<file path="config.mk">
export PLATFORM = sky130hd
export DESIGN_NAME = read_mux
export DESIGN_NICKNAME = d
export VERILOG_FILES = /design/src/verilog/gb_bus_pkg.sv /design/src/verilog/read_mux.sv
export VERILOG_INCLUDE_DIRS = /design/src /design/src/verilog
export SDC_FILE = /design/constraint.sdc
export NUM_CORES = 1
export LEC_CHECK = 0
export BUFFER_PORTS_ARGS = -buffer_cell sky130_fd_sc_hd__buf_4
export CAP_MARGIN = 20
export CORE_MARGIN = 4
export CORE_UTILIZATION = 40
export DETAILED_ROUTE_END_ITERATION = 8
export PLACE_DENSITY = 0.8
export SLEW_MARGIN = 20
export SYNTH_ARGS = -nofsm -noshare
export SYNTH_HDL_FRONTEND = slang
export SYNTH_SLANG_ARGS = --single-unit
</file>
<file path="constraint.sdc">
create_clock -name clock -period 1.36 [get_ports clock]
set_clock_uncertainty 0.05 [all_clocks]
set_input_delay 0.136 -clock clock [delete_from_list [all_inputs] [get_ports clock]]
set_output_delay 0.136 -clock clock [all_outputs]
set_load 0.01 [all_outputs]
</file>
<file path="src/verilog/gb_bus_defines.svh">
// ----------------------------------------------------------
// Game console bus definitions
// Memory map, register addresses, read source codes and
// interrupt flag bit positions
// ----------------------------------------------------------
`ifndef GB_BUS_DEFINES_SVH
`define GB_BUS_DEFINES_SVH

// Cartridge window, served from external flash
`define MEM_CART_START    16'h0000
`define MEM_CART_END      16'h7FFF
`define BOOT_IMAGE_END    16'h0103
`define CART_FLASH_OFFSET 16'h0104

// Work RAM and its mirror
`define MEM_WRAM_START    16'hC000
`define MEM_WRAM_END      16'hDFFF
`define MEM_ECHO_START    16'hE000
`define MEM_ECHO_END      16'hFDFF

// Memory mapped registers
`define MMIO_IF           16'hFF0F
`define MMIO_BOOTSTRAP    16'hFF50

// Read source select
`define SRC_ZERO          3'd0
`define SRC_FLASH         3'd1
`define SRC_WRAM          3'd2
`define SRC_IF            3'd3
`define SRC_BOOT          3'd4

// Bit positions in IF
`define IRQ_VBLANK        0
`define IRQ_LCDC          1
`define IRQ_TIMER         2
`define IRQ_SERIAL        3
`define IRQ_JOYPAD        4

`endif

</file>
<file path="src/verilog/gb_bus_pkg.sv">
// ----------------------------------------------------------
// Game console bus types
// Vector types shared by the bus decode, registers and RAM
// ----------------------------------------------------------
`default_nettype none

package gb_bus_pkg;

   // CPU side
   typedef logic [15:0] addr_t;
   typedef logic [7:0]  byte_t;

   // External flash word address
   typedef logic [23:0] flash_addr_t;

   // 8 KB work RAM
   typedef logic [12:0] wram_index_t;

   // vblank, lcdc, timer, serial, joypad
   typedef logic [4:0]  irq_flags_t;

   // Which block answers a read
   typedef logic [2:0]  read_src_t;

endpackage

`default_nettype wire

</file>
<file path="src/verilog/read_mux.sv">
// ----------------------------------------------------------
// Read data multiplexer
// Samples the addressed source on a read strobe and drives
// the result on rdata one cycle later, held until the next
// ----------------------------------------------------------
`timescale 1ns/100ps
`default_nettype none
`include "gb_bus_defines.svh"

module read_mux (
   input  logic                   clock,
   input  logic                   reset,
   input  logic                   re,
   input  gb_bus_pkg::read_src_t  read_src,
   input  gb_bus_pkg::byte_t      wram_data,
   input  logic [15:0]            flash_d,
   input  gb_bus_pkg::irq_flags_t if_flags,
   input  gb_bus_pkg::byte_t      boot_data,
   output gb_bus_pkg::byte_t      rdata
);

   gb_bus_pkg::read_src_t src_q;
   gb_bus_pkg::byte_t     hold_q;
   gb_bus_pkg::byte_t     sampled;
   logic                  pending_q;

   // Work RAM is not here, its byte arrives a cycle later
   always_comb begin
      case (read_src)
         `SRC_FLASH: sampled = flash_d[7:0];
         `SRC_IF:    sampled = {3'b000, if_flags};
         `SRC_BOOT:  sampled = boot_data;
         default:    sampled = '0;
      endcase
   end

   always_ff @(posedge clock) begin
      if (re) begin
         hold_q <= sampled;
      end
   end

   always_ff @(posedge clock or posedge reset) begin
      if (reset) begin
         pending_q <= 1'b0;
         src_q     <= `SRC_ZERO;
         rdata     <= '0;
      end else begin
         pending_q <= re;
         if (re) begin
            src_q <= read_src;
         end
         if (pending_q) begin
            rdata <= (src_q == `SRC_WRAM) ? wram_data : hold_q;
         end
      end
   end

endmodule

`default_nettype wire

</file>
==> metrics.md <==
| Metric | Value |
|---|---|
| Sequential fraction of the synthesis area | around 60% |
| Sw Pwr | 0.309 mW |
| Seq cells post-synth | 20 |
| Die X | ~56 um |
| Placed Area | 0.00125 mm2 |
| Total congestion overflow | 0 |
| PortBufs | 42 |
| Antenna Cells | 0 |
| Synthesized Nets | 130 |
| Later-pin clock latency in the skew report | around 0.29 ns |
| Clock network fraction of total power | about 22% |
| Slowest cell on crit path | or3b_4 |
| Post-synth ARST share | about three fifths |
| Die Height | roughly 56 um |
| Final Slew Violations | 0 |
| Routed WL | approximately 1800 um |
| Top FF cell, synth | dfrtp_1 |
| Cell area after synthesis | ~920 um2 |
| Fmax | between 0.8 and 0.9 GHz |
| Pleak | 0.588 nW |
| CP Cell Sequence | or3b_4 > nand2_1 > a31oi_1 |
| Worst slack, placed | a little under 0.06 ns |
| Nets@finish | between 150 and 200 |
| RSZ-0062 raised after global routing | false |
| Startpoint Class | register |
| Clk buf depth | 2 |
| Clock sink count | 20 |
| Min cycle time layout | ~1.2 ns |
| Largest net degree at the start of global routing | 17 |
| Max-cap check violation count | 0 |
| Syn. warnings | 0 |
| CTS tree | built |
| Vias/cell | between 4 and 5 |
| First-pass GRT wire length | around 3200 um |
| Status | finished, final reports clean |
| Layout cells sized above 1 | between 30% and 40% |
| Cell area after layout | around 0.0013 mm2 |
| Layout Area Growth over Synthesis | 41.4% |
| Root buffer cell | clkbuf_4 |
| Worst EP arrival | around 1.3 ns |
| Vias in the first global route | about 800 |
| Distinct cell type count after synthesis | 19 |
| Seq pwr share | 57.1% |
| Final hold vios | 0 |
| DP Wirelength | about 1500 um |
| Setup slack after layout | about 0.13 ns |
| CP bufs+invs | 0 |
| Number of buffers created by CTS | 3 |
| DR DRC count | 0 |
| Path type of the worst min-delay path | in -> reg |
| Worst hold slack | roughly 0.046 ns |
| Met1 GRT Util | between 15 and 20% |
| I/O pin total | between 50 and 60 |
| Most frequent cells in the layout | buf_4 (43), nand2_1 (21), dfrtp_1 (12) |
| RD Place Congestion | about 0.72 |
| M3 GR Usage | 4.41% |
| FP Rows | 17 |
| Leading cell type in the layout, fill and taps excluded | buf_4 |
| Worst path max stage delay | about 0.45 ns |
| Critical Path RT | approximately 1.5 ns |
| Final Cycle Share | between 90% and 100% |
| Reg2Reg Setup Slack | 0.13 ns |
| 1st-pass router iterations | 3 |
| EDFF count, synth | 8 |
| H-tree levels | 1 |
| DIE AREA | 0.00314 mm2 |
| Wire per inst | 11.3 um |
| Maximum VDD drop | ~470 uV |
| Starting DRT DRC Count | 8 |
| GR Util met2 | 19.2% |
| Largest delay share family, worst path | simple AND/OR/NAND/NOR gates |
| TNS Setup | 0 ns |
| Antenna Nets Post-Route | 0 |
| Starting Density | 41.7% |
| Avg Synthesized Cell Area | 10.6 um2 |
| CP Class | reg -> reg |
| Total track usage | 12.8% |
| Most Crowded Layer GR | met2 |
| Mapped Cells | between 80 and 90 |
| Slew HR | ~70% |
| Gate power share | between 20% and 30% |
| Final setup vio count | 0 |
| Pwr/cell area | 979 mW/mm2 |
| Internal | approximately 0.97 mW |
| Sw Ratio | between 20% and 30% |
| Vias | approximately 750 |
| Post-CTS Setup Bufs | 0 |
| Initial antenna violation count | 0 |
| Placeable core area | about 0.0022 mm2 |
| Slew @ Worst Pin | ~0.45 ns |
| Worst-path fanout max | 8 |
| Worst setup EP type | register |
| Clk slew on worst S/H paths | ~0.10 ns |
==> area by class of cell <==
cell class | count | area, um2
Sequential cell | 20 | 541
Timing Repair Buffer | 45 | 343
Inverter | 1 | 3.75
Multi-Input combinational cell | 62 | 355
Fill cell | 189 | 908
Tap cell | 28 | 35.0
Clock buffer | 4 | 26.3
==> power by group through the flow <==
stage / Combinational (mW) / Clock, mW / Sequential [mW]
floorplan: 0.108 / 0 / 0.747
global placement: 0.260 / 0 / 0.738
detailed placement: 0.267 / 0 / 0.742
CTS: 0.271 / 0.298 / 0.729
global route: 0.299 / 0.321 / 0.738
finish: 0.269 / 0.278 / 0.729
==> state kept, by name (all words and copies together), names as in the netlist <==
| name | cells |
|---|---|
| rdata | 8 |
| hold_q | 8 |
| src_q | 3 |
| pending_q | 1 |
==> cells in the mapped netlist (2+ instances only) <==
library cell | instances | area share (%)
a22oi_1 | 3 | 2.4
a31oi_1 | 8 | 5.4
buf_2 | 2 | 1.1
dfrtp_1 | 12 | 33
edfxtp_1 | 8 | 26
mux2_2 | 3 | 3.7
mux2i_1 | 5 | 5.4
nand2_1 | 21 | 8.5
nor2_1 | 11 | 4.5
nor2b_1 | 2 | 1.4
o21ai_0 | 4 | 2.2
==> cell families after synthesis <==
family          synth area share (%)
simple gates                    18.2
flops                           58.6
compound gates                  11.0
mux                             9.09
buf+inv                         3.12
==> through the flow <==
stage          utilization (%)  cells  power [mW]
2_1_floorplan                -     87       0.855
6_report                  58.9    160        1.28
3_3_place_gp              56.7    154       0.998
4_1_cts                   58.8    160        1.30
5_1_grt                   58.9    160        1.36
3_5_place_dp              56.7    154        1.01
==> final timing paths <==
kind,endpoint,cells after the start,startpoint
setup / recovery,rdata[5],3,src_q[0]
hold / removal,rdata[3],3,wram_data[3]
setup reg to reg,rdata[5],3,src_q[0]
hold reg to reg,rdata[0],2,hold_q[0]
max in group asynchronous,rdata[1],3,reset
min in group asynchronous,src_q[0],3,reset
==> metal layers <==
layer | wire (um) | part of all wire [%]
met3 | 202 | 11
met4 | 37 | 2.1
met5 | 0 | 0
met1 | 744 | 41
met2 | 818 | 45
==> tightest hold or removal path, cell delays in order <==
cell	delay, ns
buf_4	0.10
nand2_1	0.05
a31oi_1	0.07
==> what timing repair did <==
item,4_1_cts,5_1_grt
setup endpoints to repair,0,5
endpoints found under the hold margin,13,0
hold buffers,2,0
gates resized for setup,0,1
No activity file was read; power rests on OpenSTA's default activity.
