<file path="config.mk">
export PLATFORM = sky130hd
export DESIGN_NAME = boot_interrupt_regs_flat
export DESIGN_NICKNAME = d
export VERILOG_FILES = /design/src/verilog/gb_bus_pkg.sv /design/src/verilog/bus_if.sv /design/src/verilog/boot_interrupt_regs.sv /design/src/flat_wrapper.sv
export VERILOG_INCLUDE_DIRS = /design/src /design/src/verilog
export SDC_FILE = /design/constraint.sdc
export NUM_CORES = 1
export LEC_CHECK = 0
export BUFFER_PORTS_ARGS = -buffer_cell sky130_fd_sc_hd__buf_2
export CORE_AREA = 5 5 42 44
export CTS_BUF_LIST = sky130_fd_sc_hd__clkbuf_4
export CTS_CLUSTER_DIAMETER = 120
export CTS_CLUSTER_SIZE = 10
export DETAILED_ROUTE_END_ITERATION = 7
export DIE_AREA = 0 0 47 49
export PLACE_DENSITY = 0.81
export SETUP_SLACK_MARGIN = 0.1
export SLEW_MARGIN = 20
export SYNTH_ARGS = -nofsm -noshare
export SYNTH_HDL_FRONTEND = slang
export SYNTH_SLANG_ARGS = --single-unit
</file>
<file path="constraint.sdc">
create_clock -name clock -period 2.2 [get_ports clock]
set_input_delay 0.22 -clock clock [delete_from_list [all_inputs] [get_ports clock]]
set_output_delay 0.22 -clock clock [all_outputs]
set_load 0.01 [all_outputs]
</file>
<file path="src/verilog/gb_bus_defines.svh">
// ----------------------------------------------------------
// Game console bus definitions
// Memory map, register addresses, read source codes and
// interrupt flag bit positions
// ----------------------------------------------------------
`ifndef GB_BUS_DEFINES_SVH
`define GB_BUS_DEFINES_SVH

// Cartridge window, served from external flash
`define MEM_CART_START    16'h0000
`define MEM_CART_END      16'h7FFF
`define BOOT_IMAGE_END    16'h0103
`define CART_FLASH_OFFSET 16'h0104

// Work RAM and its mirror
`define MEM_WRAM_START    16'hC000
`define MEM_WRAM_END      16'hDFFF
`define MEM_ECHO_START    16'hE000
`define MEM_ECHO_END      16'hFDFF

// Memory mapped registers
`define MMIO_IF           16'hFF0F
`define MMIO_BOOTSTRAP    16'hFF50

// Read source select
`define SRC_ZERO          3'd0
`define SRC_FLASH         3'd1
`define SRC_WRAM          3'd2
`define SRC_IF            3'd3
`define SRC_BOOT          3'd4

// Bit positions in IF
`define IRQ_VBLANK        0
`define IRQ_LCDC          1
`define IRQ_TIMER         2
`define IRQ_SERIAL        3
`define IRQ_JOYPAD        4

`endif

</file>
<file path="src/verilog/gb_bus_pkg.sv">
// ----------------------------------------------------------
// Game console bus types
// Vector types shared by the bus decode, registers and RAM
// ----------------------------------------------------------
`default_nettype none

package gb_bus_pkg;

   // CPU side
   typedef logic [15:0] addr_t;
   typedef logic [7:0]  byte_t;

   // External flash word address
   typedef logic [23:0] flash_addr_t;

   // 8 KB work RAM
   typedef logic [12:0] wram_index_t;

   // vblank, lcdc, timer, serial, joypad
   typedef logic [4:0]  irq_flags_t;

   // Which block answers a read
   typedef logic [2:0]  read_src_t;

endpackage

`default_nettype wire

</file>
<file path="src/verilog/bus_if.sv">
// ----------------------------------------------------------
// CPU access bundle
// Address, write data and the read and write strobes
// ----------------------------------------------------------
`timescale 1ns/100ps
`default_nettype none

interface bus_if;
   gb_bus_pkg::addr_t addr;
   gb_bus_pkg::byte_t wdata;
   logic              we;
   logic              re;

   modport source (output addr, wdata, we, re);
   modport decode (input addr, we, re);
   modport regs   (input wdata);
   modport ram    (input wdata);
endinterface

`default_nettype wire

</file>
<file path="src/verilog/boot_interrupt_regs.sv">
// ----------------------------------------------------------
// Bootstrap and interrupt flag registers
// Bootstrap bit 0 ends boot mode, IF merges hardware
// requests with CPU writes
// ----------------------------------------------------------
`timescale 1ns/100ps
`default_nettype none
`include "gb_bus_defines.svh"

module boot_interrupt_regs (
   input  logic                   clock,
   input  logic                   reset,
   bus_if.regs                    bus,
   input  logic                   if_write,
   input  logic                   boot_write,
   input  logic                   irq_vblank,
   input  logic                   irq_lcdc,
   input  logic                   irq_timer,
   input  logic                   irq_joypad,
   output gb_bus_pkg::irq_flags_t if_flags,
   output gb_bus_pkg::byte_t      boot_data,
   output logic                   boot_done
);

   gb_bus_pkg::irq_flags_t irq_req;

   // Request pulses placed at their flag positions
   always_comb begin
      irq_req[`IRQ_VBLANK] = irq_vblank;
      irq_req[`IRQ_LCDC]   = irq_lcdc;
      irq_req[`IRQ_TIMER]  = irq_timer;
      // No serial port, flag moves only on a write
      irq_req[`IRQ_SERIAL] = 1'b0;
      irq_req[`IRQ_JOYPAD] = irq_joypad;
   end

   // CPU write wins over a request in the same cycle
   always_ff @(posedge clock or posedge reset) begin
      if (reset) begin
         if_flags <= '0;
      end else if (if_write) begin
         if_flags <= bus.wdata[4:0];
      end else begin
         if_flags <= if_flags | irq_req;
      end
   end

   // Zero after reset, so the boot image is mapped
   always_ff @(posedge clock or posedge reset) begin
      if (reset) begin
         boot_data <= '0;
      end else if (boot_write) begin
         boot_data <= bus.wdata;
      end
   end

   assign boot_done = boot_data[0];

endmodule

`default_nettype wire

</file>
<file path="src/flat_wrapper.sv">
// flat-port wrapper written by rule: the top's interface ports become plain ports
module boot_interrupt_regs_flat 
  (clock, reset, if_write, boot_write, irq_vblank, irq_lcdc, irq_timer, irq_joypad, if_flags, boot_data, boot_done, bus_wdata);
  bus_if bus_i ();
  input  logic clock;
  input  logic reset;
  input  logic if_write;
  input  logic boot_write;
  input  logic irq_vblank;
  input  logic irq_lcdc;
  input  logic irq_timer;
  input  logic irq_joypad;
  output gb_bus_pkg::irq_flags_t if_flags;
  output gb_bus_pkg::byte_t boot_data;
  output logic boot_done;
  input wire logic [$bits(bus_i.wdata)-1:0] bus_wdata;
  assign bus_i.wdata = bus_wdata;
  boot_interrupt_regs u_core (.clock(clock), .reset(reset), .bus(bus_i), .if_write(if_write), .boot_write(boot_write), .irq_vblank(irq_vblank), .irq_lcdc(irq_lcdc), .irq_timer(irq_timer), .irq_joypad(irq_joypad), .if_flags(if_flags), .boot_data(boot_data), .boot_done(boot_done));
endmodule
</file>
==> results.tsv <==
metric	value	unit
path_class	register to output pin	
cts_resized	0	
area_growth_syn_to_layout	32.18	%
via_per_inst	4.659	
slowest_delay	0.39	ns
gp_congestion	0.6280	
drv_slew	0	
layout_common_cells	buf_2, dfrtp_1, mux2_4	
grt_pass1_wl	1835	um
netlist_area	544.3	um2
regToRegStartpoint	u_core.boot_data[0]	
totalWireLength	1081	um
syn_area_per_cell	14.32	um2
path_buf_inv	1	
r2r_end	u_core.boot_data[0]	
outcome	complete, no violations	
clk_pin_slew_worst_paths	0.07	ns
cpMaxStageDelayCell	dfrtp_1	
yosysWarnings	0	
synthTopCellsByArea	dfrtp_1, mux2_4, buf_6	
synth_fp_nets	54	
clkSinkCount	13	
clk-insertion-delay-late	0.26	ns
port_buffers	29	
worst_hold_startpoint	bus_wdata[2]	
ant_nets	0	
worstPathMaxFanout	3	
ctsHoldBuffers	1	
num_rows	14	
ff2ff_setup_slack	1.43	ns
cts_max_level	1	
peakVddDrop	0.0003467	V
yosysTopAreaCell	dfrtp_1	
p_leak	0.3885	nW
initial_utilization	0.3884	
cts_made_buffers	3	
nNetsFinal	86	
holdPathEnd	u_core.if_flags[2]	
synthCells	38	
setup_viol	0	
fin_crit_sh	0.4630	
crit_chain	buf_2	
grt_antenna_before_repair	0	
boundaryPins	30	
cts_tree	built	
tightest_slew	0.4575	ns
first_pass_iters	3	
powerDensity	726.1	mW/mm2
yosysTopAreaCellShare	0.5977	
fmax	0.9817	GHz
min_path_cells	3	
reg2reg_depth	1	
track_usage	0.1067	
setup_tns	0	ns
grt_overflow_total	0	
postCtsSetupRepairBufs	0	
die_w	47	um
slew_headroom	0.6947	
drc	0	
grt_pass1_vias	440	
grt_max_degree	14	
skew	0	ns
cts-root-buf	clkbuf_4	
synth-seq-area-share	0.5977	
startpoint_type	register	
fin_crit	1.019	ns
rsz0062_at_grt	false	
yosys.cell_types.count	8	
crit_path_end_kind	output pin	
diodes	0	
die_y	49	um
fp.dieArea	0.002303	mm2
first_iter_violations	8	
critPathRequiredTime	1.98	ns
drive_gt1_frac	0.6087	
vias	396	
arrival	0.80	ns
cap_violations	0	
cts_buffer_depth	2	
critical-path-top-delay-family	flip-flops	
core-area	0.001401	mm2
avgRoutedWirePerCell	12.72	um
power	522.4	uW
final_common_cell	buf_2	
synth-seq-cells	13	
final-hold-violation-count	0	
hold_class	input pin to register	
-- final cells by class --
class,instances,area [um2]
Fill cell,143,681.9
Clock buffer,4,30.03
Timing Repair Buffer,30,155.1
Sequential cell,13,325.3
Tap cell,16,20.02
Multi-Input combinational cell,21,185.2
Inverter,1,3.754
-- Yosys cell counts, drive strengths merged --
cell type  number
o21ai           4
mux2            9
inv             1
buf             3
nand2           4
nor2            4
dfrtp          13
-- metrics by stage --
stage	utilization	hold WS [ns]	area (um2)	instances	worst slack [ns]
after floorplan	-	0.09696	544.3	38	1.408
after global placement	0.4848	0.2508	679.4	80	1.301
after detailed placement	0.4848	0.2663	679.4	80	1.280
after CTS	0.5134	0.1702	719.4	85	1.167
after global routing	0.5134	0.1855	719.4	85	1.152
final	0.5134	0.1768	719.4	85	1.181
-- flip-flops by register name, indices dropped and copies added (netlist names) --
register,flops
u_core.if_flags,5
u_core.boot_data,8
-- power by group --
group	internal [mW]	total [mW]	switching (mW)	leakage, nW
combinational	0.0545	0.0986	0.0441	0.219
sequential	0.262	0.274	0.0121	0.151
clock	0.0823	0.150	0.0677	0.0184
-- routing by layer --
layer	up-vias	GRT usage	share of wire
met3	2	0.03690	0.11
met1	189	0.1389	0.41
li1	187	-	-
met2	18	0.1584	0.48
met4	0	0.04147	0.0056
met5	-	0	0
-- cells by family (layout without fill, tap and decap cells) --
family,count (synthesis),after routing,share of synthesized area
AND/OR/NAND/NOR,8,8,0.05516
buffers and inverters,4,35,0.06206
multiplexers,9,9,0.2483
AO/OA/AOI/OAI,4,4,0.03678
flip-flops,13,13,0.5977
-- worst max-delay path by stage --
stage                                    from                  end  slack [ns]  cells past startpoint
after floorplan           u_core.boot_data[0]  u_core.boot_data[0]        1.41                      1
after global placement             boot_write  u_core.boot_data[1]        1.30                      2
after detailed placement           boot_write  u_core.boot_data[1]        1.28                      2
after CTS                 u_core.boot_data[0]         boot_data[0]        1.17                      1
after global routing      u_core.boot_data[2]         boot_data[2]        1.15                      1
final                     u_core.boot_data[0]         boot_data[0]        1.18                      1
(Power assumes the default switching activity.)
