===== config.mk =====
export PLATFORM = sky130hd
export DESIGN_NAME = address_decoder_flat
export DESIGN_NICKNAME = d
export VERILOG_FILES = /design/src/verilog/gb_bus_pkg.sv /design/src/verilog/bus_if.sv /design/src/verilog/address_decoder.sv /design/src/flat_wrapper.sv
export VERILOG_INCLUDE_DIRS = /design/src /design/src/verilog
export SDC_FILE = /design/constraint.sdc
export NUM_CORES = 1
export LEC_CHECK = 0
export ABC_AREA = 1
export BUFFER_PORTS_ARGS = -buffer_cell sky130_fd_sc_hd__buf_2
export CAP_MARGIN = 25
export CORE_AREA = 2 2 53 55
export DETAILED_ROUTE_END_ITERATION = 10
export DIE_AREA = 0 0 55 57
export PLACE_DENSITY = 0.68
export SLEW_MARGIN = 20
export SYNTH_ARGS = -nofsm -noshare
export SYNTH_HDL_FRONTEND = slang
export SYNTH_SLANG_ARGS = --single-unit

===== constraint.sdc =====
create_clock -name vclk -period 1.5
set_input_delay 0.3 -clock vclk [all_inputs]
set_output_delay 0.3 -clock vclk [all_outputs]
set_load 0.02 [all_outputs]

===== src/verilog/gb_bus_defines.svh =====
// ----------------------------------------------------------
// Game console bus definitions
// Memory map, register addresses, read source codes and
// interrupt flag bit positions
// ----------------------------------------------------------
`ifndef GB_BUS_DEFINES_SVH
`define GB_BUS_DEFINES_SVH

// Cartridge window, served from external flash
`define MEM_CART_START    16'h0000
`define MEM_CART_END      16'h7FFF
`define BOOT_IMAGE_END    16'h0103
`define CART_FLASH_OFFSET 16'h0104

// Work RAM and its mirror
`define MEM_WRAM_START    16'hC000
`define MEM_WRAM_END      16'hDFFF
`define MEM_ECHO_START    16'hE000
`define MEM_ECHO_END      16'hFDFF

// Memory mapped registers
`define MMIO_IF           16'hFF0F
`define MMIO_BOOTSTRAP    16'hFF50

// Read source select
`define SRC_ZERO          3'd0
`define SRC_FLASH         3'd1
`define SRC_WRAM          3'd2
`define SRC_IF            3'd3
`define SRC_BOOT          3'd4

// Bit positions in IF
`define IRQ_VBLANK        0
`define IRQ_LCDC          1
`define IRQ_TIMER         2
`define IRQ_SERIAL        3
`define IRQ_JOYPAD        4

`endif


===== src/verilog/gb_bus_pkg.sv =====
// ----------------------------------------------------------
// Game console bus types
// Vector types shared by the bus decode, registers and RAM
// ----------------------------------------------------------
`default_nettype none

package gb_bus_pkg;

   // CPU side
   typedef logic [15:0] addr_t;
   typedef logic [7:0]  byte_t;

   // External flash word address
   typedef logic [23:0] flash_addr_t;

   // 8 KB work RAM
   typedef logic [12:0] wram_index_t;

   // vblank, lcdc, timer, serial, joypad
   typedef logic [4:0]  irq_flags_t;

   // Which block answers a read
   typedef logic [2:0]  read_src_t;

endpackage

`default_nettype wire


===== src/verilog/bus_if.sv =====
// ----------------------------------------------------------
// CPU access bundle
// Address, write data and the read and write strobes
// ----------------------------------------------------------
`timescale 1ns/100ps
`default_nettype none

interface bus_if;
   gb_bus_pkg::addr_t addr;
   gb_bus_pkg::byte_t wdata;
   logic              we;
   logic              re;

   modport source (output addr, wdata, we, re);
   modport decode (input addr, we, re);
   modport regs   (input wdata);
   modport ram    (input wdata);
endinterface

`default_nettype wire


===== src/verilog/address_decoder.sv =====
// ----------------------------------------------------------
// Address decoder
// Splits the CPU address into regions, raises write enables,
// folds the echo range onto work RAM and forms the flash
// address for cartridge and boot image reads
// ----------------------------------------------------------
`timescale 1ns/100ps
`default_nettype none
`include "gb_bus_defines.svh"

module address_decoder (
   bus_if.decode                    bus,
   input  logic                     boot_done,
   output logic                     wram_we,
   output gb_bus_pkg::wram_index_t  wram_index,
   output logic                     if_write,
   output logic                     boot_write,
   output gb_bus_pkg::read_src_t    read_src,
   output gb_bus_pkg::flash_addr_t  flash_a
);

   logic              in_cart;
   logic              in_boot_image;
   logic              in_wram;
   logic              in_echo;
   logic              in_if;
   logic              in_boot_reg;
   gb_bus_pkg::addr_t wram_base;

   // Cartridge window starts at address zero
   assign in_cart       = bus.addr <= `MEM_CART_END;
   assign in_boot_image = !boot_done && (bus.addr <= `BOOT_IMAGE_END);

   assign in_wram = (bus.addr >= `MEM_WRAM_START) && (bus.addr <= `MEM_WRAM_END);
   assign in_echo = (bus.addr >= `MEM_ECHO_START) && (bus.addr <= `MEM_ECHO_END);

   assign in_if       = bus.addr == `MMIO_IF;
   assign in_boot_reg = bus.addr == `MMIO_BOOTSTRAP;

   // Echo is a second view of the same 8 KB
   assign wram_base  = in_echo ? `MEM_ECHO_START : `MEM_WRAM_START;
   assign wram_index = gb_bus_pkg::wram_index_t'(bus.addr - wram_base);

   assign wram_we    = (in_wram || in_echo) && bus.we;
   assign if_write   = in_if && bus.we;
   assign boot_write = in_boot_reg && bus.we;

   // Boot image is read in place
   // Cartridge data sits behind it in flash
   assign flash_a = (in_cart && !in_boot_image) ?
                    gb_bus_pkg::flash_addr_t'(bus.addr) +
                    gb_bus_pkg::flash_addr_t'(`CART_FLASH_OFFSET) :
                    gb_bus_pkg::flash_addr_t'(bus.addr);

   always_comb begin
      if (!bus.re) begin
         read_src = `SRC_ZERO;
      end else if (in_cart) begin
         read_src = `SRC_FLASH;
      end else if (in_wram || in_echo) begin
         read_src = `SRC_WRAM;
      end else if (in_if) begin
         read_src = `SRC_IF;
      end else if (in_boot_reg) begin
         read_src = `SRC_BOOT;
      end else begin
         // Unmapped space reads as zero
         read_src = `SRC_ZERO;
      end
   end

endmodule

`default_nettype wire


===== src/flat_wrapper.sv =====
// flat-port wrapper written by rule: the top's interface ports become plain ports
module address_decoder_flat 
  (boot_done, wram_we, wram_index, if_write, boot_write, read_src, flash_a, bus_addr, bus_we, bus_re);
  bus_if bus_i ();
  input  logic boot_done;
  output logic wram_we;
  output gb_bus_pkg::wram_index_t wram_index;
  output logic if_write;
  output logic boot_write;
  output gb_bus_pkg::read_src_t read_src;
  output gb_bus_pkg::flash_addr_t flash_a;
  input wire logic [$bits(bus_i.addr)-1:0] bus_addr;
  input wire logic [$bits(bus_i.we)-1:0] bus_we;
  input wire logic [$bits(bus_i.re)-1:0] bus_re;
  assign bus_i.addr = bus_addr;
  assign bus_i.we = bus_we;
  assign bus_i.re = bus_re;
  address_decoder u_core (.bus(bus_i), .boot_done(boot_done), .wram_we(wram_we), .wram_index(wram_index), .if_write(if_write), .boot_write(boot_write), .read_src(read_src), .flash_a(flash_a));
endmodule

==> results by group, run 1 <==
Timing
  • Worst hold-check slack: 0.8558 ns
  • Final hold violations: 0
  • Max Fclk: 579.5 MHz
  • Period utilization: 115.0%
  • Setup violators final: 17
  • RSZ-0062 raised after global routing: true
  • Slack of the critical path: -0.2256 ns
  • Setup TNS: -2.684 ns
  • Fin. max-slew vios: 0
  • Minimum clock period: 1.726 ns

Global route
  • First-pass GRT wire length: 4.436 mm
  • Total grt overflow: 0
  • GRT Util Overall: 17.85%
  • Initial antenna violation count: 0
  • Largest net degree at the start of global routing: 11
  • Number of global-route vias before repair: 1,062

Final layout
  • Area grow syn2layout: 107.8%
  • Fill cells: 226
  • Layout Nets: 278
  • Finished Layout Cells: 286
  • Seq_cells: 0
  • Clock buffer count: 0
  • Layout cells sized above 1: 63.14%
  • FF/Latch Area: 0 um^2
  • ANT cells: 0
  • Final instance area: 1799 um^2

Power
  • Tot Pwr: 561.5 uW
  • Worst vdd ir: 0.0002456 V
  • Leak: 0.0009314 uW
  • Pwr/cell area: 312.1 nW/um^2

Critical path
  • Critical Path RT: 1.20 ns
  • Arrival time worst endpoint: 1.43 ns
  • Setup CP Type: primary input to primary output
  • Critical Path Sink Type: primary output
  • Startpoint types: primary input
  • Worst-path fanout max: 4

Detailed routing
  • Via density: 4.528
  • Drt initial violations: 25
  • Residual DRC: 0
  • Detail Route Antenna Nets: 0
  • Post-detailed-route wirelength per cell: 11.20 um
  • First-pass DRT Iterations: 4
  • DR vias: 1,295
  • Routed WL: 3.204 mm

Synth
  • Synth unique cells: 23
  • Largest cells by area after synthesis: nand2_1, buf_4, nand3_1
  • Top post-synthesis cells by count: nand2_1, buf_4, nor2_1
  • Cells after Synth: 171
  • Mapped cell area: 865.8 um^2
  • Synth Area per Inst: 5.063 um^2
  • Synth area leader: nand2_1
  • Synth warn: 0
  • Area share of the largest cell type after synthesis: 27.75%
  • Count leader, synth: nand2_1
  • Sequential fraction of the synthesis area: 0%

Die
  • I/O pins: 62
  • # rows: 19
  • Total core area: 2615 um^2
  • Die area: 3135 um^2
  • Die Ht: 57 um
  • Starting Density: 33.11%
  • Die width: 55 um

Worst hold path
  • Worst hold stages: 2
  • Hold Startpoint: bus_addr[1]
  • Worst hold endpoint: flash_a[1]
  • Hold Crit Class: primary input to primary output

Placement
  • Placed Instances: 278
  • Post-DP Area: 1381 um^2
  • Hpwl dp: 2.300 mm
  • GPL Wtd Cong: 0.8773
  • PortBufs: 54

Flow run
  • Max-Cap Viols: 0

Outcome
  • Failing checks: negative setup slack
  • Status: complete, but fails checks
==> final cells by class <==
class,count,area (um^2),share of cell area [%]
inverter,14,61.31,3.408
multi-input combinational,139,898.4,49.93
timing repair buffer,102,800.8,44.51
tap,31,38.79,2.156
==> stage by stage <==
step	worst slack [ns]	util (%)
final	-0.2256	68.80
after global routing	-0.2479	68.80
after CTS	-0.2018	60.62
after detailed placement	-0.2668	52.82
after global placement	-0.2376	52.82
after floorplan	-0.05241	-
==> report_power, final <==
group	total [uW]	switching (uW)	internal [uW]
clock	0	0	0
sequential	0	0	0
combinational	561	306	255
total	561	306	255
==> worst max-delay path, cell delays in order <==
cell and delay, ns:
buf_4 0.14, buf_4 0.14, nor2_2 0.17, nand2_4 0.10, a21oi_4 0.16, buf_4 0.17, nand2_2 0.06, o21ai_2 0.06
buf_6 0.13
==> layer usage <==
layer  part of all wire, %  track usage (%)  wire [um]  vias up
met3                   5.1           0.2618        163        2
met4                  0.66                0         21        0
met2                    52            30.78       1679       41
li1                      -                -          -      674
met5                     0                0          0        -
met1                    42            26.21       1340      578
==> placed cells by master, fill, tap and decap left out, types with 2 or more instances in the layout <==
master / instances
nand2_1: 40
conb_1: 8
nand2_4: 5
inv_2: 2
nor2_4: 8
nor2_1: 12
nand4_1: 3
buf_2: 25
buf_4: 51
inv_1: 9
o21ai_2: 3
a21oi_2: 2
buf_6: 24
nor2_2: 5
nand3_2: 2
nand3_1: 15
nand3b_1: 2
inv_4: 2
xor2_1: 3
nand2_2: 20
nor3_2: 2
==> cell families after synthesis <==
family          after synthesis  synth area share [%]
compound gates                8                 5.492
xor+xnor                      5                 5.926
fa+ha+maj                     2                 2.890
buf+inv                      39                 28.61
other cells                   1                0.4331
simple gates                116                 56.65
==> how the worst max path moves through the flow <==
stage                  endpoint  cells after the start  slack, ns        start
finish               flash_a[8]                      9      -0.23  bus_addr[9]
floorplan            flash_a[3]                      7      -0.05  bus_addr[9]
global placement    flash_a[13]                     11      -0.24  bus_addr[2]
global route        flash_a[11]                      9      -0.25  bus_addr[9]
detailed placement   flash_a[7]                     10      -0.27  bus_addr[3]
CTS                  flash_a[9]                     10      -0.20  bus_addr[2]
==> repair_timing <==
action | in CTS | in global routing
setup endpoints to repair | 19 | 20
pin swaps | 12 | 16
gates cloned | 0 | 0
buffers inserted | 4 | 4
hold buffers | 0 | 0
resized for setup | 55 | 51
(Power assumes the default switching activity.)
==> run 2: changes to the inputs <==
--- a/config.mk
+++ b/config.mk
@@ -9,10 +9,10 @@
 export ABC_AREA = 1
 export BUFFER_PORTS_ARGS = -buffer_cell sky130_fd_sc_hd__buf_2
 export CAP_MARGIN = 25
-export CORE_AREA = 2 2 53 55
+export CORE_AREA = 2 2 48 50
 export DETAILED_ROUTE_END_ITERATION = 10
-export DIE_AREA = 0 0 55 57
-export PLACE_DENSITY = 0.68
+export DIE_AREA = 0 0 50 52
+export PLACE_DENSITY = 0.81
 export SLEW_MARGIN = 20
 export SYNTH_ARGS = -nofsm -noshare
 export SYNTH_HDL_FRONTEND = slang
==> run 2 against run 1 <==
Net effect: the run still ends with negative setup slack left; first-iteration DRC count rose to 3.0 times the previous value; flip-flop and latch count unchanged; cell area up 2.2%; critical endpoint is now flash_a[9]; sequential share of layout area unchanged.
==> results by group, run 2 (synthesis gave the netlist of run 1 again) <==
Flow run
  • Max-Cap Viols: 0 (unchanged)

Timing
  • Slack of the critical path: -0.2744 ns (-0.04884 ns)
  • Final hold violations: 0 (unchanged)
  • Period utilization: 118.3% (+3.3 points)
  • Setup violators final: 19 (+2)
  • Max Fclk: 563.6 MHz (-2.8%)
  • Fin. max-slew vios: 0 (unchanged)
  • Setup TNS: -3.449 ns (-0.7653 ns)
  • Minimum clock period: 1.774 ns (+0.04884 ns)
  • RSZ-0062 raised after global routing: true

Placement
  • GPL Wtd Cong: 0.9259 (+5.5%)
  • Hpwl dp: 2.200 mm (-4.3%)
  • PortBufs: 54 (unchanged)
  • Post-DP Area: 1340 um^2 (-3.0%)
  • Placed Instances: 270 (-2.9%)

Final layout
  • Layout Nets: 274 (-1.4%)
  • Most frequent cells in the layout: buf_4, nand2_1, buf_6
  • FF/Latch Area: 0 um^2 (unchanged)
  • Final instance area: 1839 um^2 (+2.2%)
  • Clock buffer count: 0 (unchanged)
  • Finished Layout Cells: 279 (-2.4%)
  • Area grow syn2layout: 112.4%
  • Utilization after layout: 87.34% (+19 points)
  • Most common cell after layout, fill and taps aside: buf_4
  • Seq_cells: 0 (unchanged)
  • Layout cells sized above 1: 62.55% (-0.59 points)
  • ANT cells: 0 (unchanged)
  • Fill cells: 109 (-52%)

Critical path
  • Worst-path fanout max: 3 (-1)
  • Startpoint types: primary input
  • Critical Path Sink Type: primary output
  • Critical Path RT: 1.20 ns (about the same)
  • CP Buf/Inv Count: 3 (-1)
  • Crit-path cells: buf_6 -> buf_6 -> nand2_1 -> nor2_2 -> nand2_1 -> nand2_1 -> nand2_1 -> nand2_1 -> nand2_4 -> o21ai_4 -> buf_6
  • Crit-path slowest cell: nor2_2
  • Cell family with most CP delay: simple AND/OR/NAND/NOR gates
  • Worst path most repeated cell: nand2_1
  • Setup CP Type: primary input to primary output
  • Largest stage delay on the critical path: 0.18 ns (about the same)
  • Arrival time worst endpoint: 1.47 ns (+0.04 ns)

Die
  • Total core area: 2106 um^2 (-19%)
  • I/O pins: 62 (unchanged)
  • # rows: 17 (-2)
  • Die width: 50 um (-9.1%)
  • Die Ht: 52 um (-8.8%)
  • Starting Density: 41.12% (+8.0 points)
  • Die area: 2600 um^2 (-17%)

Detailed routing
  • DR vias: 1,492 (+15%)
  • Post-detailed-route wirelength per cell: 16.34 um (+46%)
  • Drt initial violations: 75 (+200%)
  • Residual DRC: 0 (unchanged)
  • Via density: 5.348 (+18%)
  • Routed WL: 4.560 mm (+42%)
  • Detail Route Antenna Nets: 0 (unchanged)
  • First-pass DRT Iterations: 4 (unchanged)

Power
  • Leak: 0.0009478 uW (+1.8%)
  • Pwr/cell area: 331.5 nW/um^2 (+6.2%)
  • Tot Pwr: 609.6 uW (+8.6%)
  • Worst vdd ir: 0.0003146 V (+28%)

Global route
  • Number of global-route vias before repair: 1,231 (+16%)
  • Total grt overflow: 0 (unchanged)
  • Largest net degree at the start of global routing: 7 (-4)
  • Initial antenna violation count: 0 (unchanged)
  • GRT Util Overall: 26.04% (+8.2 points)
  • First-pass GRT wire length: 5.333 mm (+20%)

Outcome
  • Failing checks: negative setup slack
  • Status: complete, but fails checks

Worst hold path
  • Hold Crit Class: primary input to primary output

Clock tree
  • Hold-fix buffers at CTS: 0 (unchanged)
==> run 2: cell count changes in the layout (fill, tap and decap cells not counted), moves of 2 or more <==
cell     change
nand2_2      -2
buf_4       -11
nand2_1      -2
buf_8        +2
nand2_4      +5
buf_6        +5
nand3_2      -2
nand3_1      +2
==> run 2: metrics by stage <==
step                      setup WS (ns)  hold WS [ns]
after floorplan                -0.05241        0.6767
after global placement          -0.2737        0.8480
after detailed placement        -0.2801        0.8509
after CTS                       -0.1785        0.8259
after global routing            -0.3159        0.8445
final                           -0.2744        0.8311
==> run 2: final cells by class <==
cell class | count | area [um^2] | share of cell area (%)
timing repair buffer | 97 | 797.0 | 43.33
inverter | 14 | 61.31 | 3.333
tap | 28 | 35.03 | 1.905
multi-input combinational | 140 | 945.9 | 51.43
==> run 2: timing repair <==
item,4_1_cts,5_1_grt
resized for setup,72,48
setup buffers,3,5
setup endpoints to repair,19,20
gates cloned,1,0
pin swaps,10,21
==> run 2: path summary, 6_finish.rpt <==
kind,cells past startpoint,to,from,slack (ns)
setup / recovery,11,flash_a[9],bus_addr[3],-0.27
hold / removal,2,wram_index[12],bus_addr[12],0.83
==> run 2: power breakdown <==
group	leakage [uW]	internal, uW	switching [uW]
Sequential	0	0	0
Clock	0	0	0
Combinational	0.000948	267	343
==> run 2: routing by layer <==
metal,wire [um],track usage [%]
met4,255,5.556
met3,335,0.8621
met1,1665,30.45
met5,0,0
met2,2303,51.75
==> run 3: changes to the inputs <==
--- a/config.mk
+++ b/config.mk
@@ -9,10 +9,10 @@
 export ABC_AREA = 1
 export BUFFER_PORTS_ARGS = -buffer_cell sky130_fd_sc_hd__buf_2
 export CAP_MARGIN = 25
-export CORE_AREA = 2 2 48 50
+export CORE_AREA = 2 2 46 48
 export DETAILED_ROUTE_END_ITERATION = 10
-export DIE_AREA = 0 0 50 52
-export PLACE_DENSITY = 0.81
+export DIE_AREA = 0 0 48 50
+export PLACE_DENSITY = 0.95
 export SLEW_MARGIN = 20
 export SYNTH_ARGS = -nofsm -noshare
 export SYNTH_HDL_FRONTEND = slang
==> constraint.sdc (replaced) <==
create_clock -name vclk -period 2.11
set_input_delay 0.422 -clock vclk [all_inputs]
set_output_delay 0.422 -clock vclk [all_outputs]
set_load 0.02 [all_outputs]
==> run 3 against run 2 <==
Net effect: the flow now finishes without violations; final cell count shrank 14%; global-route usage down 8.6 points; total power decreased by 61%; sequential share of layout area unchanged; worst setup slack gained 0.41 ns; die area is 7.7% lower; via count down 26%; utilization fell by 32 points; flip-flop and latch count unchanged; non-clock buffer count shrank 38; critical path depth decreased by 1; first-iteration DRC count is 65% lower; critical path type unchanged; largest power group unchanged.
==> results by group, run 3 (synthesis gave the netlist of run 1 again) <==
Final layout
  • Seq_cells: 0 (unchanged)
  • Clock buffer count: 0 (unchanged)
  • Layout Nets: 235 (-14%)
  • Multi-input gate area: 651.9 um^2 (-31%)
  • ANT cells: 0 (unchanged)
  • Layout cells sized above 1: 33.02% (-30 points)
  • Most frequent cells in the layout: nand2_1, buf_2, nor2_1
  • Area grow syn2layout: 21.53%
  • FF/Latch Area: 0 um^2 (unchanged)
  • Fill cells: 222 (+100%)
  • Most common cell after layout, fill and taps aside: nand2_1

Critical path
  • Critical Path Sink Type: primary output
  • Critical Path RT: 1.69 ns (+0.49 ns)
  • Setup CP Type: primary input to primary output
  • Worst-path fanout max: 6 (+3)
  • Arrival time worst endpoint: 1.55 ns (+0.08 ns)
  • Startpoint types: primary input

Placement
  • Dpl ws: 0.1050 ns (+0.3851 ns)
  • PortBufs: 54 (unchanged)
  • GPL Wtd Cong: 0.9160 (-1.1%)
  • Hpwl dp: 1.888 mm (-14%)

Global route
  • GRT Util Overall: 17.43% (-8.6 points)
  • Initial antenna violation count: 0 (unchanged)
  • Total grt overflow: 0 (unchanged)
  • First-pass GRT wire length: 3.284 mm (-38%)
  • Number of global-route vias before repair: 783 (-36%)
  • Largest net degree at the start of global routing: 11 (+4)

Detailed routing
  • Post-detailed-route wirelength per cell: 9.130 um (-44%)
  • Routed WL: 2.182 mm (-52%)
  • Detail Route Antenna Nets: 0 (unchanged)
  • Drt initial violations: 26 (-65%)
  • Residual DRC: 0 (unchanged)
  • First-pass DRT Iterations: 4 (unchanged)
  • Via density: 4.623 (-14%)
  • DR vias: 1,105 (-26%)

Die
  • Die area: 2400 um^2 (-7.7%)
  • I/O pins: 62 (unchanged)
  • Die width: 48 um (-4.0%)
  • # rows: 16 (-1)
  • Total core area: 1902 um^2 (-9.7%)
  • Die Ht: 50 um (-3.8%)
  • Starting Density: 45.53% (+4.4 points)

Timing
  • Final hold violations: 0 (unchanged)
  • Max Fclk: 506.1 MHz
  • Period utilization: 93.65%
  • Setup TNS: 0 ns (+3.449 ns)
  • Setup violators final: 0 (-19)
  • Slack of the critical path: 0.1340 ns (+0.4084 ns)
  • Fin. max-slew vios: 0 (unchanged)
  • Minimum clock period: 1.976 ns
  • RSZ-0062 raised after global routing: false

Power
  • Worst vdd ir: 0.0001597 V (-49%)
  • Pwr/cell area: 228.8 nW/um^2 (-31%)
  • Leak: 0.0006429 uW (-32%)

Clock tree
  • PostCTS Resize Cnt: 0 (-100%)
  • Hold-fix buffers at CTS: 0 (unchanged)
  • # Post-CTS Setup Buffers: 0 (-3)

Flow run
  • Max-Cap Viols: 0 (unchanged)

Worst hold path
  • Hold Crit Class: primary input to primary output

Outcome
  • Status: finished clean
## run 3: changes by cell type in the layout (fill, tap and decap cells not counted), moves of 3 or more
cell	before	now
buf_2	25	53
buf_4	40	5
buf_6	29	1
buf_8	3	0
inv_1	10	13
nand2_1	38	63
nand2_2	18	2
nand2_4	10	1
nor2_1	13	21
nor2_4	7	0
## run 3: worst max-delay path, cell delays in order
cell     delay (ns)
buf_4          0.11
inv_1          0.05
ha_1           0.21
nand3_1        0.10
nand2_2        0.06
a21oi_2        0.17
buf_6          0.14
nand2_1        0.05
o21ai_0        0.07
buf_2          0.19
## run 3: layout make-up
| cell class | count | share of cell area [%] |
|---|---|---|
| Inverter | 14 | 4.994 |
| Multi-Input combinational cell | 139 | 61.95 |
| Tap cell | 27 | 3.210 |
| Timing Repair Buffer | 59 | 29.85 |
## run 3: worst paths after layout
path,startpoint,to,slack (ns),cells after the start
worst max-delay path,bus_addr[2],flash_a[9],0.13,10
worst min-delay path,bus_addr[1],wram_index[1],1.10,2
## run 3: routing by layer
metal,vias to the layer above,global-route usage [%],share of wire (%)
met5,-,0,0
met3,0,0.3663,6.0
li1,588,-,-
met2,40,27.56,48
met1,477,27.17,46
met4,0,0.4505,0
## run 3: metrics by stage
stage | utilization (%) | cell area (um^2) | hold slack [ns] | total power [uW] | cells
finish | 55.33 | 1052 | 1.102 | 240.7 | 239
global route | 55.33 | 1052 | 1.124 | 264.2 | 239
CTS | 54.61 | 1039 | 1.105 | 238.6 | 239
detailed placement | 54.61 | 1039 | 1.106 | 238.0 | 239
global placement | 54.61 | 1039 | 1.105 | 235.8 | 239
floorplan | - | 892.1 | 0.9566 | 181.4 | 178
## run 3: power by group
group | total, uW | internal, uW | switching, uW | leakage [uW]
Sequential | 0 | 0 | 0 | 0
Combinational | 241 | 79.5 | 161 | 0.000643
Clock | 0 | 0 | 0 | 0
Total | 241 | 79.5 | 161 | 0.000643
